File: src/logic/mipsPkg.sv
// Shared codes and bundle types for the decode end of the pipeline
// Field order of the control bundles matches the legacy bit layout (WB 3, MEM 2, EX 6)
package mipsPkg;

	// Primary opcodes, instr[31:26]
	localparam logic [5:0] opR    = 6'b000000;
	localparam logic [5:0] opJ    = 6'b000010;
	localparam logic [5:0] opJal  = 6'b000011;
	localparam logic [5:0] opBeq  = 6'b000100;
	localparam logic [5:0] opBne  = 6'b000101;
	localparam logic [5:0] opAddi = 6'b001000;
	localparam logic [5:0] opSlti = 6'b001010;
	localparam logic [5:0] opAndi = 6'b001100;
	localparam logic [5:0] opOri  = 6'b001101;
	localparam logic [5:0] opLw   = 6'b100011;
	localparam logic [5:0] opSw   = 6'b101011;

	// R-type funct codes, instr[5:0]
	localparam logic [5:0] fnJr   = 6'b001000;
	localparam logic [5:0] fnMfhi = 6'b010000;
	localparam logic [5:0] fnMflo = 6'b010010;
	localparam logic [5:0] fnMult = 6'b011000;
	localparam logic [5:0] fnDiv  = 6'b011010;
	localparam logic [5:0] fnAdd  = 6'b100000;
	localparam logic [5:0] fnSub  = 6'b100010;
	localparam logic [5:0] fnAnd  = 6'b100100;
	localparam logic [5:0] fnOr   = 6'b100101;
	localparam logic [5:0] fnSlt  = 6'b101010;

	typedef struct packed {
		logic [1:0] memToReg;	// 00 ALU, 01 memory, 10 link
		logic       regWrite;
	} wbCtrl_t;

	typedef struct packed {
		logic memRead;
		logic memWrite;
	} memCtrl_t;

	typedef struct packed {
		logic [2:0] aluOp;
		logic       aluSrc;	// 1 picks the immediate
		logic [1:0] hiLo;	// 10 HI, 01 LO
	} exCtrl_t;

	typedef enum logic [1:0] {dstRt = 2'b00, dstRd = 2'b01, dstRa = 2'b10} regDst_t;

	typedef enum logic [1:0] {jmpNone = 2'b00, jmpImm = 2'b01, jmpReg = 2'b10} jumpSel_t;

	typedef enum logic [2:0] {
		aluAdd, aluSub, aluAnd, aluOr, aluSlt, aluPass, aluMfhi, aluMflo
	} aluFunc_t;

	// ID/EX carries operands plus everything the branch check needs
	typedef struct packed {
		exCtrl_t     ex;
		memCtrl_t    mem;
		wbCtrl_t     wb;
		logic [31:0] rsData;
		logic [31:0] rtData;
		logic [31:0] imm;	// Already sign extended
		logic [4:0]  dest;
		logic [5:0]  funct;
		logic [31:0] pcPlus4;
	} idExPayload_t;

	typedef struct packed {
		memCtrl_t   mem;
		wbCtrl_t    wb;
		logic [4:0] dest;
	} exMemPayload_t;

	typedef struct packed {
		wbCtrl_t    wb;
		logic [4:0] dest;
	} memWbPayload_t;

endpackage

File: src/logic/aluControl.sv
// EX-stage decoder, combinational
// Unknown funct under aluOp 001 falls back to add
`timescale 1ns/1ns

module aluControl
	import mipsPkg::*;
(
	input  logic [2:0] aluOp,
	input  logic [1:0] hiLo,	// 10 mfhi, 01 mflo
	input  logic [5:0] funct,
	output aluFunc_t   aluFunc
);

	aluFunc_t rFunc;	// Function picked by funct alone

	always_comb
	begin
		case (funct)
			fnSub:   rFunc = aluSub;
			fnAnd:   rFunc = aluAnd;
			fnOr:    rFunc = aluOr;
			fnSlt:   rFunc = aluSlt;
			default: rFunc = aluAdd;	// fnAdd and anything unlisted
		endcase
	end

	always_comb
	begin
		case (aluOp)
			3'b000: aluFunc = aluAdd;	// addi, lw, sw
			3'b001:
			begin
				// HI/LO moves override the funct decode
				if (hiLo == 2'b10)
					aluFunc = aluMfhi;
				else if (hiLo == 2'b01)
					aluFunc = aluMflo;
				else
					aluFunc = rFunc;
			end
			3'b010: aluFunc = aluAnd;
			3'b011: aluFunc = aluOr;
			3'b100, 3'b101: aluFunc = aluSub;	// Branch compare
			3'b110: aluFunc = aluSlt;
			default: aluFunc = aluPass;	// 111, jumps
		endcase
	end

endmodule

File: src/logic/decodePipe.sv
// Decode end of the pipe: ID decode, ID/EX, EX/MEM, MEM/WB
// No forwarding or stalls; flush and write-back data come from outside
`timescale 1ns/1ns

module decodePipe
	import mipsPkg::*;
(
	input  logic        CLK,
	input  logic        rstN,
	input  logic [31:0] idInstr,
	input  logic [31:0] idPc,
	input  logic        flush,
	input  logic        wbWrite,	// Write-back port
	input  logic [4:0]  wbAddr,
	input  logic [31:0] wbData,
	output logic [31:0] rsData,
	output logic [31:0] rtData,
	output exCtrl_t     exCtrl,
	output aluFunc_t    aluFunc,
	output memCtrl_t    memCtrl,
	output wbCtrl_t     wbCtrl,
	output logic [4:0]  exDest,
	output logic [4:0]  memDest,
	output logic [4:0]  wbDest,
	output logic        redirect,
	output logic [31:0] redirectPc
);

	regDst_t       regDst;
	jumpSel_t      jumpSel;
	exCtrl_t       idExCtrl;	// Decoder bundles, still in ID
	memCtrl_t      idMemCtrl;
	wbCtrl_t       idWbCtrl;
	logic [31:0]   pcPlus4;
	logic [31:0]   imm;
	logic [4:0]    dest;
	idExPayload_t  idExD;
	idExPayload_t  idExQ;
	exMemPayload_t exMemD;
	exMemPayload_t exMemQ;
	memWbPayload_t memWbD;
	memWbPayload_t memWbQ;

	mainControl mainCtl (
		.opcode  (idInstr[31:26]),
		.funct   (idInstr[5:0]),
		.flush   (flush),
		.regDst  (regDst),
		.jumpSel (jumpSel),
		.exCtrl  (idExCtrl),
		.memCtrl (idMemCtrl),
		.wbCtrl  (idWbCtrl)
	);

	regFile regs (
		.CLK    (CLK),
		.rstN   (rstN),
		.rsAddr (idInstr[25:21]),
		.rtAddr (idInstr[20:16]),
		.rsData (rsData),
		.rtData (rtData),
		.wrEn   (wbWrite),
		.wrAddr (wbAddr),
		.wrData (wbData)
	);

	assign pcPlus4 = idPc + 32'd4;
	assign imm     = {{16{idInstr[15]}}, idInstr[15:0]};

	always_comb
	begin
		case (regDst)
			dstRd:   dest = idInstr[15:11];
			dstRa:   dest = 5'd31;	// jal link
			default: dest = idInstr[20:16];
		endcase
	end

	assign idExD = '{ex: idExCtrl, mem: idMemCtrl, wb: idWbCtrl, rsData: rsData,
		rtData: rtData, imm: imm, dest: dest, funct: idInstr[5:0], pcPlus4: pcPlus4};

	// Clear here too, backs up the decoder's zero bundle
	stageReg #(.PayloadT(idExPayload_t)) idExReg (
		.CLK (CLK), .rstN (rstN), .clear (flush), .d (idExD), .q (idExQ)
	);

	assign exMemD = '{mem: idExQ.mem, wb: idExQ.wb, dest: idExQ.dest};

	stageReg #(.PayloadT(exMemPayload_t)) exMemReg (
		.CLK (CLK), .rstN (rstN), .clear (1'b0), .d (exMemD), .q (exMemQ)
	);

	assign memWbD = '{wb: exMemQ.wb, dest: exMemQ.dest};

	stageReg #(.PayloadT(memWbPayload_t)) memWbReg (
		.CLK (CLK), .rstN (rstN), .clear (1'b0), .d (memWbD), .q (memWbQ)
	);

	aluControl aluCtl (
		.aluOp   (idExQ.ex.aluOp),
		.hiLo    (idExQ.ex.hiLo),
		.funct   (idExQ.funct),
		.aluFunc (aluFunc)
	);

	nextPcUnit nextPc (
		.jumpSel    (jumpSel),
		.idPcPlus4  (pcPlus4),
		.index      (idInstr[25:0]),
		.rsData     (rsData),
		.exAluOp    (idExQ.ex.aluOp),
		.exRsData   (idExQ.rsData),
		.exRtData   (idExQ.rtData),
		.exImm      (idExQ.imm),
		.exPcPlus4  (idExQ.pcPlus4),
		.redirect   (redirect),
		.redirectPc (redirectPc)
	);

	assign exCtrl  = idExQ.ex;
	assign exDest  = idExQ.dest;
	assign memCtrl = exMemQ.mem;
	assign memDest = exMemQ.dest;
	assign wbCtrl  = memWbQ.wb;
	assign wbDest  = memWbQ.dest;

	// Flushed slot reaches WB three edges later with no register write
	flushNoWrite: assert property (@(posedge CLK) disable iff (!rstN)
		flush |-> ##3 !wbCtrl.regWrite)
		else $error("decodePipe: flushed slot wrote a register");

endmodule

File: src/logic/mainControl.sv
// Purely combinational, no state; unlisted opcodes decode as R-type
// Flush forces a bubble for every opcode, not only R-type
`timescale 1ns/1ns

module mainControl
	import mipsPkg::*;
(
	input  logic [5:0] opcode,
	input  logic [5:0] funct,
	input  logic       flush,	// From hazard unit
	output regDst_t    regDst,
	output jumpSel_t   jumpSel,
	output exCtrl_t    exCtrl,
	output memCtrl_t   memCtrl,
	output wbCtrl_t    wbCtrl
);

	always_comb
	begin
		// R-type is the starting point
		regDst  = dstRd;
		jumpSel = jmpNone;
		exCtrl  = '{aluOp: 3'b001, aluSrc: 1'b0, hiLo: 2'b00};
		memCtrl = '{memRead: 1'b0, memWrite: 1'b0};
		wbCtrl  = '{memToReg: 2'b00, regWrite: 1'b1};

		case (opcode)
			opR:
			begin
				case (funct)
					fnJr:   jumpSel = jmpReg;
					fnMult: wbCtrl.regWrite = 1'b0;	// Result lands in HI/LO
					fnDiv:  wbCtrl.regWrite = 1'b0;
					fnMfhi: exCtrl.hiLo = 2'b10;
					fnMflo: exCtrl.hiLo = 2'b01;
					default: ;	// Plain ALU op, funct decoded in EX
				endcase
			end
			opJ:
			begin
				jumpSel         = jmpImm;
				exCtrl.aluOp    = 3'b111;
				wbCtrl.regWrite = 1'b0;
			end
			opJal:
			begin
				regDst          = dstRa;	// Link into r31
				jumpSel         = jmpImm;
				exCtrl.aluOp    = 3'b111;
				wbCtrl.memToReg = 2'b10;
			end
			opAddi, opAndi, opOri, opSlti:
			begin
				regDst        = dstRt;
				exCtrl.aluSrc = 1'b1;
				case (opcode)	// Only the ALU op differs
					opAndi:  exCtrl.aluOp = 3'b010;
					opOri:   exCtrl.aluOp = 3'b011;
					opSlti:  exCtrl.aluOp = 3'b110;
					default: exCtrl.aluOp = 3'b000;
				endcase
			end
			opBeq:
			begin
				exCtrl.aluOp    = 3'b100;	// Compare equal in EX
				wbCtrl.regWrite = 1'b0;
			end
			opBne:
			begin
				exCtrl.aluOp    = 3'b101;
				wbCtrl.regWrite = 1'b0;
			end
			opLw:
			begin
				regDst          = dstRt;
				exCtrl.aluOp    = 3'b000;	// Address add
				exCtrl.aluSrc   = 1'b1;
				memCtrl.memRead = 1'b1;
				wbCtrl.memToReg = 2'b01;
			end
			opSw:
			begin
				exCtrl.aluOp     = 3'b000;
				exCtrl.aluSrc    = 1'b1;
				memCtrl.memWrite = 1'b1;
				wbCtrl.regWrite  = 1'b0;
			end
			default: ;	// Unknown opcode stays R-type
		endcase

		// Bubble wins over everything above
		if (flush)
		begin
			regDst  = dstRt;
			jumpSel = jmpNone;
			exCtrl  = '0;
			memCtrl = '0;
			wbCtrl  = '0;
		end
	end

endmodule

File: src/logic/nextPcUnit.sv
// Jumps resolve in ID, branches in EX; a taken branch beats a jump
// redirect is combinational, so it lasts as long as the slot sits in the stage
`timescale 1ns/1ns

module nextPcUnit
	import mipsPkg::*;
(
	input  jumpSel_t    jumpSel,
	input  logic [31:0] idPcPlus4,
	input  logic [25:0] index,	// instr[25:0]
	input  logic [31:0] rsData,	// jr target
	input  logic [2:0]  exAluOp,
	input  logic [31:0] exRsData,
	input  logic [31:0] exRtData,
	input  logic [31:0] exImm,
	input  logic [31:0] exPcPlus4,
	output logic        redirect,
	output logic [31:0] redirectPc
);

	logic [31:0] jumpTarget;
	logic [31:0] branchTarget;
	logic        operandsEqual;
	logic        branchTaken;
	logic        jumpTaken;

	// Region bits from PC+4, word index below
	assign jumpTarget = (jumpSel == jmpReg) ? rsData : {idPcPlus4[31:28], index, 2'b00};

	assign branchTarget  = exPcPlus4 + {exImm[29:0], 2'b00};
	assign operandsEqual = (exRsData == exRtData);

	// beq 100, bne 101
	assign branchTaken = ((exAluOp == 3'b100) && operandsEqual)
		|| ((exAluOp == 3'b101) && !operandsEqual);
	assign jumpTaken = (jumpSel != jmpNone);

	always_comb
	begin
		redirect   = branchTaken || jumpTaken;
		redirectPc = '0;	// Don't care when no redirect
		if (branchTaken)
			redirectPc = branchTarget;	// Older instruction first
		else if (jumpTaken)
			redirectPc = jumpTarget;
	end

	// Known controls and operands must give a known redirect
	redirectKnown: assert final ($isunknown({jumpSel, exAluOp}) || !$isunknown(redirect))
		else $error("nextPcUnit: redirect unknown with known controls");

endmodule

File: src/logic/regFile.sv
// 32x32 registers, r0 reads zero, storage cleared by reset
// Same-cycle write is bypassed to both read ports
`timescale 1ns/1ns

module regFile
(
	input  logic        CLK,
	input  logic        rstN,
	input  logic [4:0]  rsAddr,
	input  logic [4:0]  rtAddr,
	output logic [31:0] rsData,
	output logic [31:0] rtData,
	input  logic        wrEn,
	input  logic [4:0]  wrAddr,
	input  logic [31:0] wrData
);

	logic [31:0] regs [32];
	logic        wrLive;	// Write that actually lands
	logic        rsHit;
	logic        rtHit;

	assign wrLive = wrEn && (wrAddr != 5'd0);	// r0 never written

	always_ff @(posedge CLK or negedge rstN)
	begin
		if (!rstN)
		begin
			for (int i = 0; i < 32; i++)
				regs[i] <= '0;
		end
		else if (wrLive)
		begin
			regs[wrAddr] <= wrData;
		end
	end

	// Bypass only for a write that lands, so r0 stays zero
	assign rsHit = wrLive && (wrAddr == rsAddr);
	assign rtHit = wrLive && (wrAddr == rtAddr);

	assign rsData = rsHit ? wrData : regs[rsAddr];
	assign rtData = rtHit ? wrData : regs[rtAddr];

	// r0 zero on both ports, bypass and reset path together
	zeroReg: assert property (@(posedge CLK) disable iff (!rstN)
		(rsAddr == 5'd0 |-> rsData == '0) and (rtAddr == 5'd0 |-> rtData == '0))
		else $error("regFile: r0 read back nonzero");

endmodule

File: src/logic/stageReg.sv
// Generic pipeline register, advances every cycle, no stall
// Reset and clear both load an all-zero payload
`timescale 1ns/1ns

module stageReg
#(
	parameter type PayloadT = logic [31:0]
)
(
	input  logic    CLK,
	input  logic    rstN,
	input  logic    clear,	// Synchronous bubble insert
	input  PayloadT d,
	output PayloadT q
);

	always_ff @(posedge CLK or negedge rstN)
	begin
		if (!rstN)
			q <= '0;
		else if (clear)
			q <= '0;
		else
			q <= d;
	end

endmodule

File: config.mk
export PLATFORM = sky130hd
export DESIGN_NAME = decodePipe
export DESIGN_NICKNAME = d
export VERILOG_FILES = /design/src/logic/mipsPkg.sv /design/src/logic/aluControl.sv /design/src/logic/decodePipe.sv /design/src/logic/mainControl.sv /design/src/logic/nextPcUnit.sv /design/src/logic/regFile.sv /design/src/logic/stageReg.sv
export SDC_FILE = /design/constraint.sdc
export NUM_CORES = 2
export LEC_CHECK = 0
export BUFFER_PORTS_ARGS = -buffer_cell sky130_fd_sc_hd__buf_2
export CORE_UTILIZATION = 57
export DETAILED_ROUTE_END_ITERATION = 16
export PLACE_DENSITY_LB_ADDON = 0.3
export SLEW_MARGIN = 10
export SYNTH_ARGS = -nofsm -noshare
export SYNTH_HDL_FRONTEND = slang
export SYNTH_SLANG_ARGS = --single-unit
File: constraint.sdc
create_clock -name CLK -period 2.9 [get_ports CLK]
set_clock_uncertainty 0.2 [all_clocks]
set_input_delay 0.145 -clock CLK [delete_from_list [all_inputs] [get_ports CLK]]
set_output_delay 0.145 -clock CLK [all_outputs]
set_load 0.02 [all_outputs]
==> run_results.csv <==
group,metric,value,unit
die,die_w,333,um
synth,postSynthRegisterBits,1170,
timing,worst-slew-pin-transition,0.856,ns
routing,top_layer,"met5",
timing,finalSetupViolCount,95,
routing,routed_via_density,6.94,
timing,worst_slack,-0.981,ns
global_routing,track_usage,37.0,%
global_routing,grt_pass1_vias,44800,
run,cap_viol_max_count,0,
cells_and_area,post_route_cells_drive_above_1_share,56.6,%
clock_network,clock_sink_count,1170,
die,row_count,121,
placed_design,pre_cts_ws,-0.469,ns
synth,post-synth-top-area-cell,"dfrtp_1",
timing,slew_headroom,42.5,%
timing,post_layout_minimum_cycle_time,3.88,ns
timing,fin_crit_sh,134,%
routing,vias,44000,
global_routing,antenna_found_initial,16,
die,design.die.area,111000,sq um
synth,synthDistinctLibCells,69,
synth,netlist_area,62500,sq um
routing,wl_met2,93.3,mm
setup_path,critical_path.cell_chain,"xor2_4, nor4_4, buf_4, nand4_1, or4_4, a21o_1, buf_12, nor3_1, a211oi_2, buf_4",
die,boundaryPins,231,
run_status,status,"finished, violations left",
setup_path,criticalPathCategory,"flip-flop to output pin",
synth,synthesized_instance_count,4231,
run_status,violations,"setup timing",
synth,synth_top_cells_by_area,"dfrtp_1, mux4_2, mux2_2, clkbuf_1, mux2i_1",
cells_and_area,post_route_core_utilization,70.3,%
cells_and_area,num-nets-final,4955,
setup_path,worst_path_dominant_cell_family,"simple AND/OR/NAND/NOR gates",
synth,post_synth.cell_area_avg,14.8,sq um
routing,firstDrtPassIters,8,
placed_design,hpwl,129,mm
placed_design,number_of_i_o_port_buffers,230,
setup_path,timing.critical_path.required,2.56,ns
routing,final_antenna_net_count,0,
pwr,static_leakage,34.2,nW
pwr,vdd.ir_drop.worst,0.655,mV
clock_network,clk_path_buf_depth,3,
die,design.core.area,109000,sq um
worst_hold_path,holdCritPathClass,"input port to flip-flop",
setup_path,critical_path.max_stage_delay,0.50,ns
synth,yosys_warnings,0,
setup_path,critical_path.slowest_cell,"or4_4",
clock_network,tritoncts_clock_tree,"built",
synth,synth_sequential_area_ratio,46.8,%
timing,maxClockFrequency,258,MHz
placed_design,placer_congestion,0.948,
routing,met3_length,23.2,mm
clock_network,clock_tree.root_cell,"clkbuf_16",
clock_network,htreeDepth,3,
setup_path,worst_ep_arrival_time,3.54,ns
routing,routedWlPerCell,32.3,um
setup_path,largest_driver_fanout_on_the_critical_path,21,
routing,routedLengthMet1,76.4,mm
cells_and_area,synthToLayoutAreaGrowth,22.4,%
timing,hold_violations,0,
setup_path,worstPathBufferInverterCount,3,
timing,grt_setup_unrepaired,"true",
setup_path,setup.worst_path.start_class,"flip-flop",
routing,wl,205,mm
synth,postSynth.asyncResetShare,100,%
timing,timing.final.max_slew_violations,0,
clock_network,clk_pin_slew,0.07,ns
pwr,power.density,673,nW/um^2
die,fp.dieH,333,um
clock_network,clk-insertion-delay-late,0.74,ns
setup_path,crit_top_cell,"buf_4",
synth,postSynthNetCount,4367,
synth,synth_flop_cell,"dfrtp_1",
synth,yosysTopAreaCellShare,46.8,%
routing,drc,0,
setup_path,crit_path_capture_type,"output pin",
global_routing,total_grt_overflow,0,
routing,drt_iter0_markers,5077,
die,floorplan.initialDensity,57.4,%
clock_network,cts-buffers-inserted,120,
global_routing,grt_first_pass_wirelength,301,mm
global_routing,grt_start_max_net_pins,132,
synth,post_synth_edffs,0,
==> cell families (layout without fill, tap and decap cells) <==
group	count (synthesis)	in the layout	synth area share [%]
adder cells (fa/ha/maj)	31	31	0.632
multiplexers	1677	1677	40.9
XOR/XNOR	87	87	1.22
buffers and inverters	500	1192	3.56
other	0	9	0
flip-flops	1170	1170	46.8
AO/OA/AOI/OAI	333	333	3.53
AND/OR/NAND/NOR	433	433	3.37
==> what timing repair did <==
action,4_1_cts,5_1_grt
pin swaps,50,44
hold buffers,139,0
endpoints found under the setup margin,97,97
setup buffers,99,44
gates cloned,0,0
resized for setup,341,129
endpoints found under the hold margin,2256,0
==> stage by stage <==
stage / std cells / power, W / TNS, ns / instance area, sq um / hold WS, ns
floorplan: 4231 / 0.0284 / -0.0697 / 62500 / -0.351
global placement: 5861 / 0.0324 / -12.12 / 68400 / -0.117
detailed placement: 5861 / 0.0329 / -13.94 / 68400 / -0.116
CTS: 6314 / 0.0510 / -46.04 / 75900 / 0.000778
global route: 6342 / 0.0531 / -48.18 / 76500 / 0.0198
finish: 6346 / 0.0515 / -42.26 / 76500 / 0.0337
==> cells in the final DEF, fill, tap and decap left out, types with 17 or more instances in the layout <==
master,netlist,final
buf_2,83,129
nor2_1,109,96
o21ai_2,22,38
nor2b_1,60,59
o21ai_0,83,41
inv_1,42,17
mux2i_1,91,72
o22ai_1,32,30
o21ai_1,23,26
ha_1,30,30
mux2_2,983,982
dlygate4sd3_1,0,138
o21ai_4,0,23
a211o_1,24,22
nand2_1,137,119
clkinv_2,0,27
bufinv_16,0,21
xor2_1,63,61
dfrtp_1,1170,1168
buf_6,14,134
buf_12,2,111
mux4_2,603,603
buf_4,26,396
nand3_1,27,27
clkbuf_8,0,22
xnor2_1,24,24
clkbuf_16,0,122
a21oi_1,49,40
==> path summary, 6_finish.rpt <==
| path | start | end | slack, ns | depth (start not counted) |
|---|---|---|---|---|
| max in group asynchronous | rstN | regs.regs[172]$_DFFE_PN0P_ | 1.20 | 5 |
| worst max register to register | regs.regs[936]$_DFFE_PN0P_ | idExReg.q[115]$_DFF_PN0_ | 0.19 | 8 |
| min in group asynchronous | rstN | regs.regs[246]$_DFFE_PN0P_ | 0.50 | 4 |
| worst min-delay path | wbWrite | regs.regs[608]$_DFFE_PN0P_ | 0.03 | 5 |
| worst max-delay path | idExReg.q[80]$_DFF_PN0_ | redirectPc[31] | -0.98 | 10 |
| worst min register to register | exMemReg.q[6]$_DFF_PN0_ | memWbReg.q[6]$_DFF_PN0_ | 0.15 | 0 |
==> state kept, by name, summed over array words and instances (netlist names) <==
name	flops
exMemReg.q	10
idExReg.q	128
memWbReg.q	8
regs.regs	1024
==> report_power, final <==
part	switching, W	internal (W)	leakage, nW
sequential	0.00215	0.0192	15.1
combinational	0.00552	0.00760	17.0
clock	0.00689	0.0101	2.11
==> metal layers <==
metal  up-vias  track usage (%)
li1      17300                -
met2      2720             56.1
met4        12             17.6
met5         -                0
met3       707             9.62
met1     23200             50.3
==> worst reg2reg max path: stages (launching register included) <==
cell     delay (ns)
dfrtp_1        0.39
mux4_2         0.47
mux4_2         0.51
a211o_1        0.35
o21ai_2        0.12
buf_12         0.17
buf_8          0.13
buf_4          0.13
nor2_1         0.08
==> cells in the mapped netlist, types with 5 or more instances <==
master / number
mux2_2: 983
or3_1: 14
mux2i_1: 91
a21oi_1: 49
buf_2: 83
o21ai_0: 83
nor4_1: 13
inv_1: 42
nand4_1: 7
and2_1: 6
ha_1: 30
o21ai_2: 22
dfrtp_1: 1170
o22a_1: 6
nand2_1: 137
a211oi_1: 13
xnor2_1: 24
or2_2: 5
and4_1: 6
nand3b_1: 5
mux4_2: 603
nor3_1: 16
nand3_1: 27
a21o_1: 16
o31ai_1: 5
clkbuf_1: 283
o21ai_1: 23
buf_4: 26
nand2b_1: 8
o211ai_1: 6
nor2_1: 109
nor2b_1: 60
xor2_1: 63
o22ai_1: 32
o2111ai_1: 16
a22oi_1: 5
and3_1: 6
buf_1: 45
buf_6: 14
a211o_1: 24
==> area by class of cell <==
type | count | area [sq um]
antenna | 9 | 22.5
clock inverter | 69 | 940
multi-input combinational | 2561 | 32000
tap | 1414 | 1770
clock buffer | 157 | 3400
sequential | 1170 | 29300
fill | 6899 | 32300
inverter | 46 | 215
timing repair buffer | 920 | 8910
(Power assumes the default switching activity.)
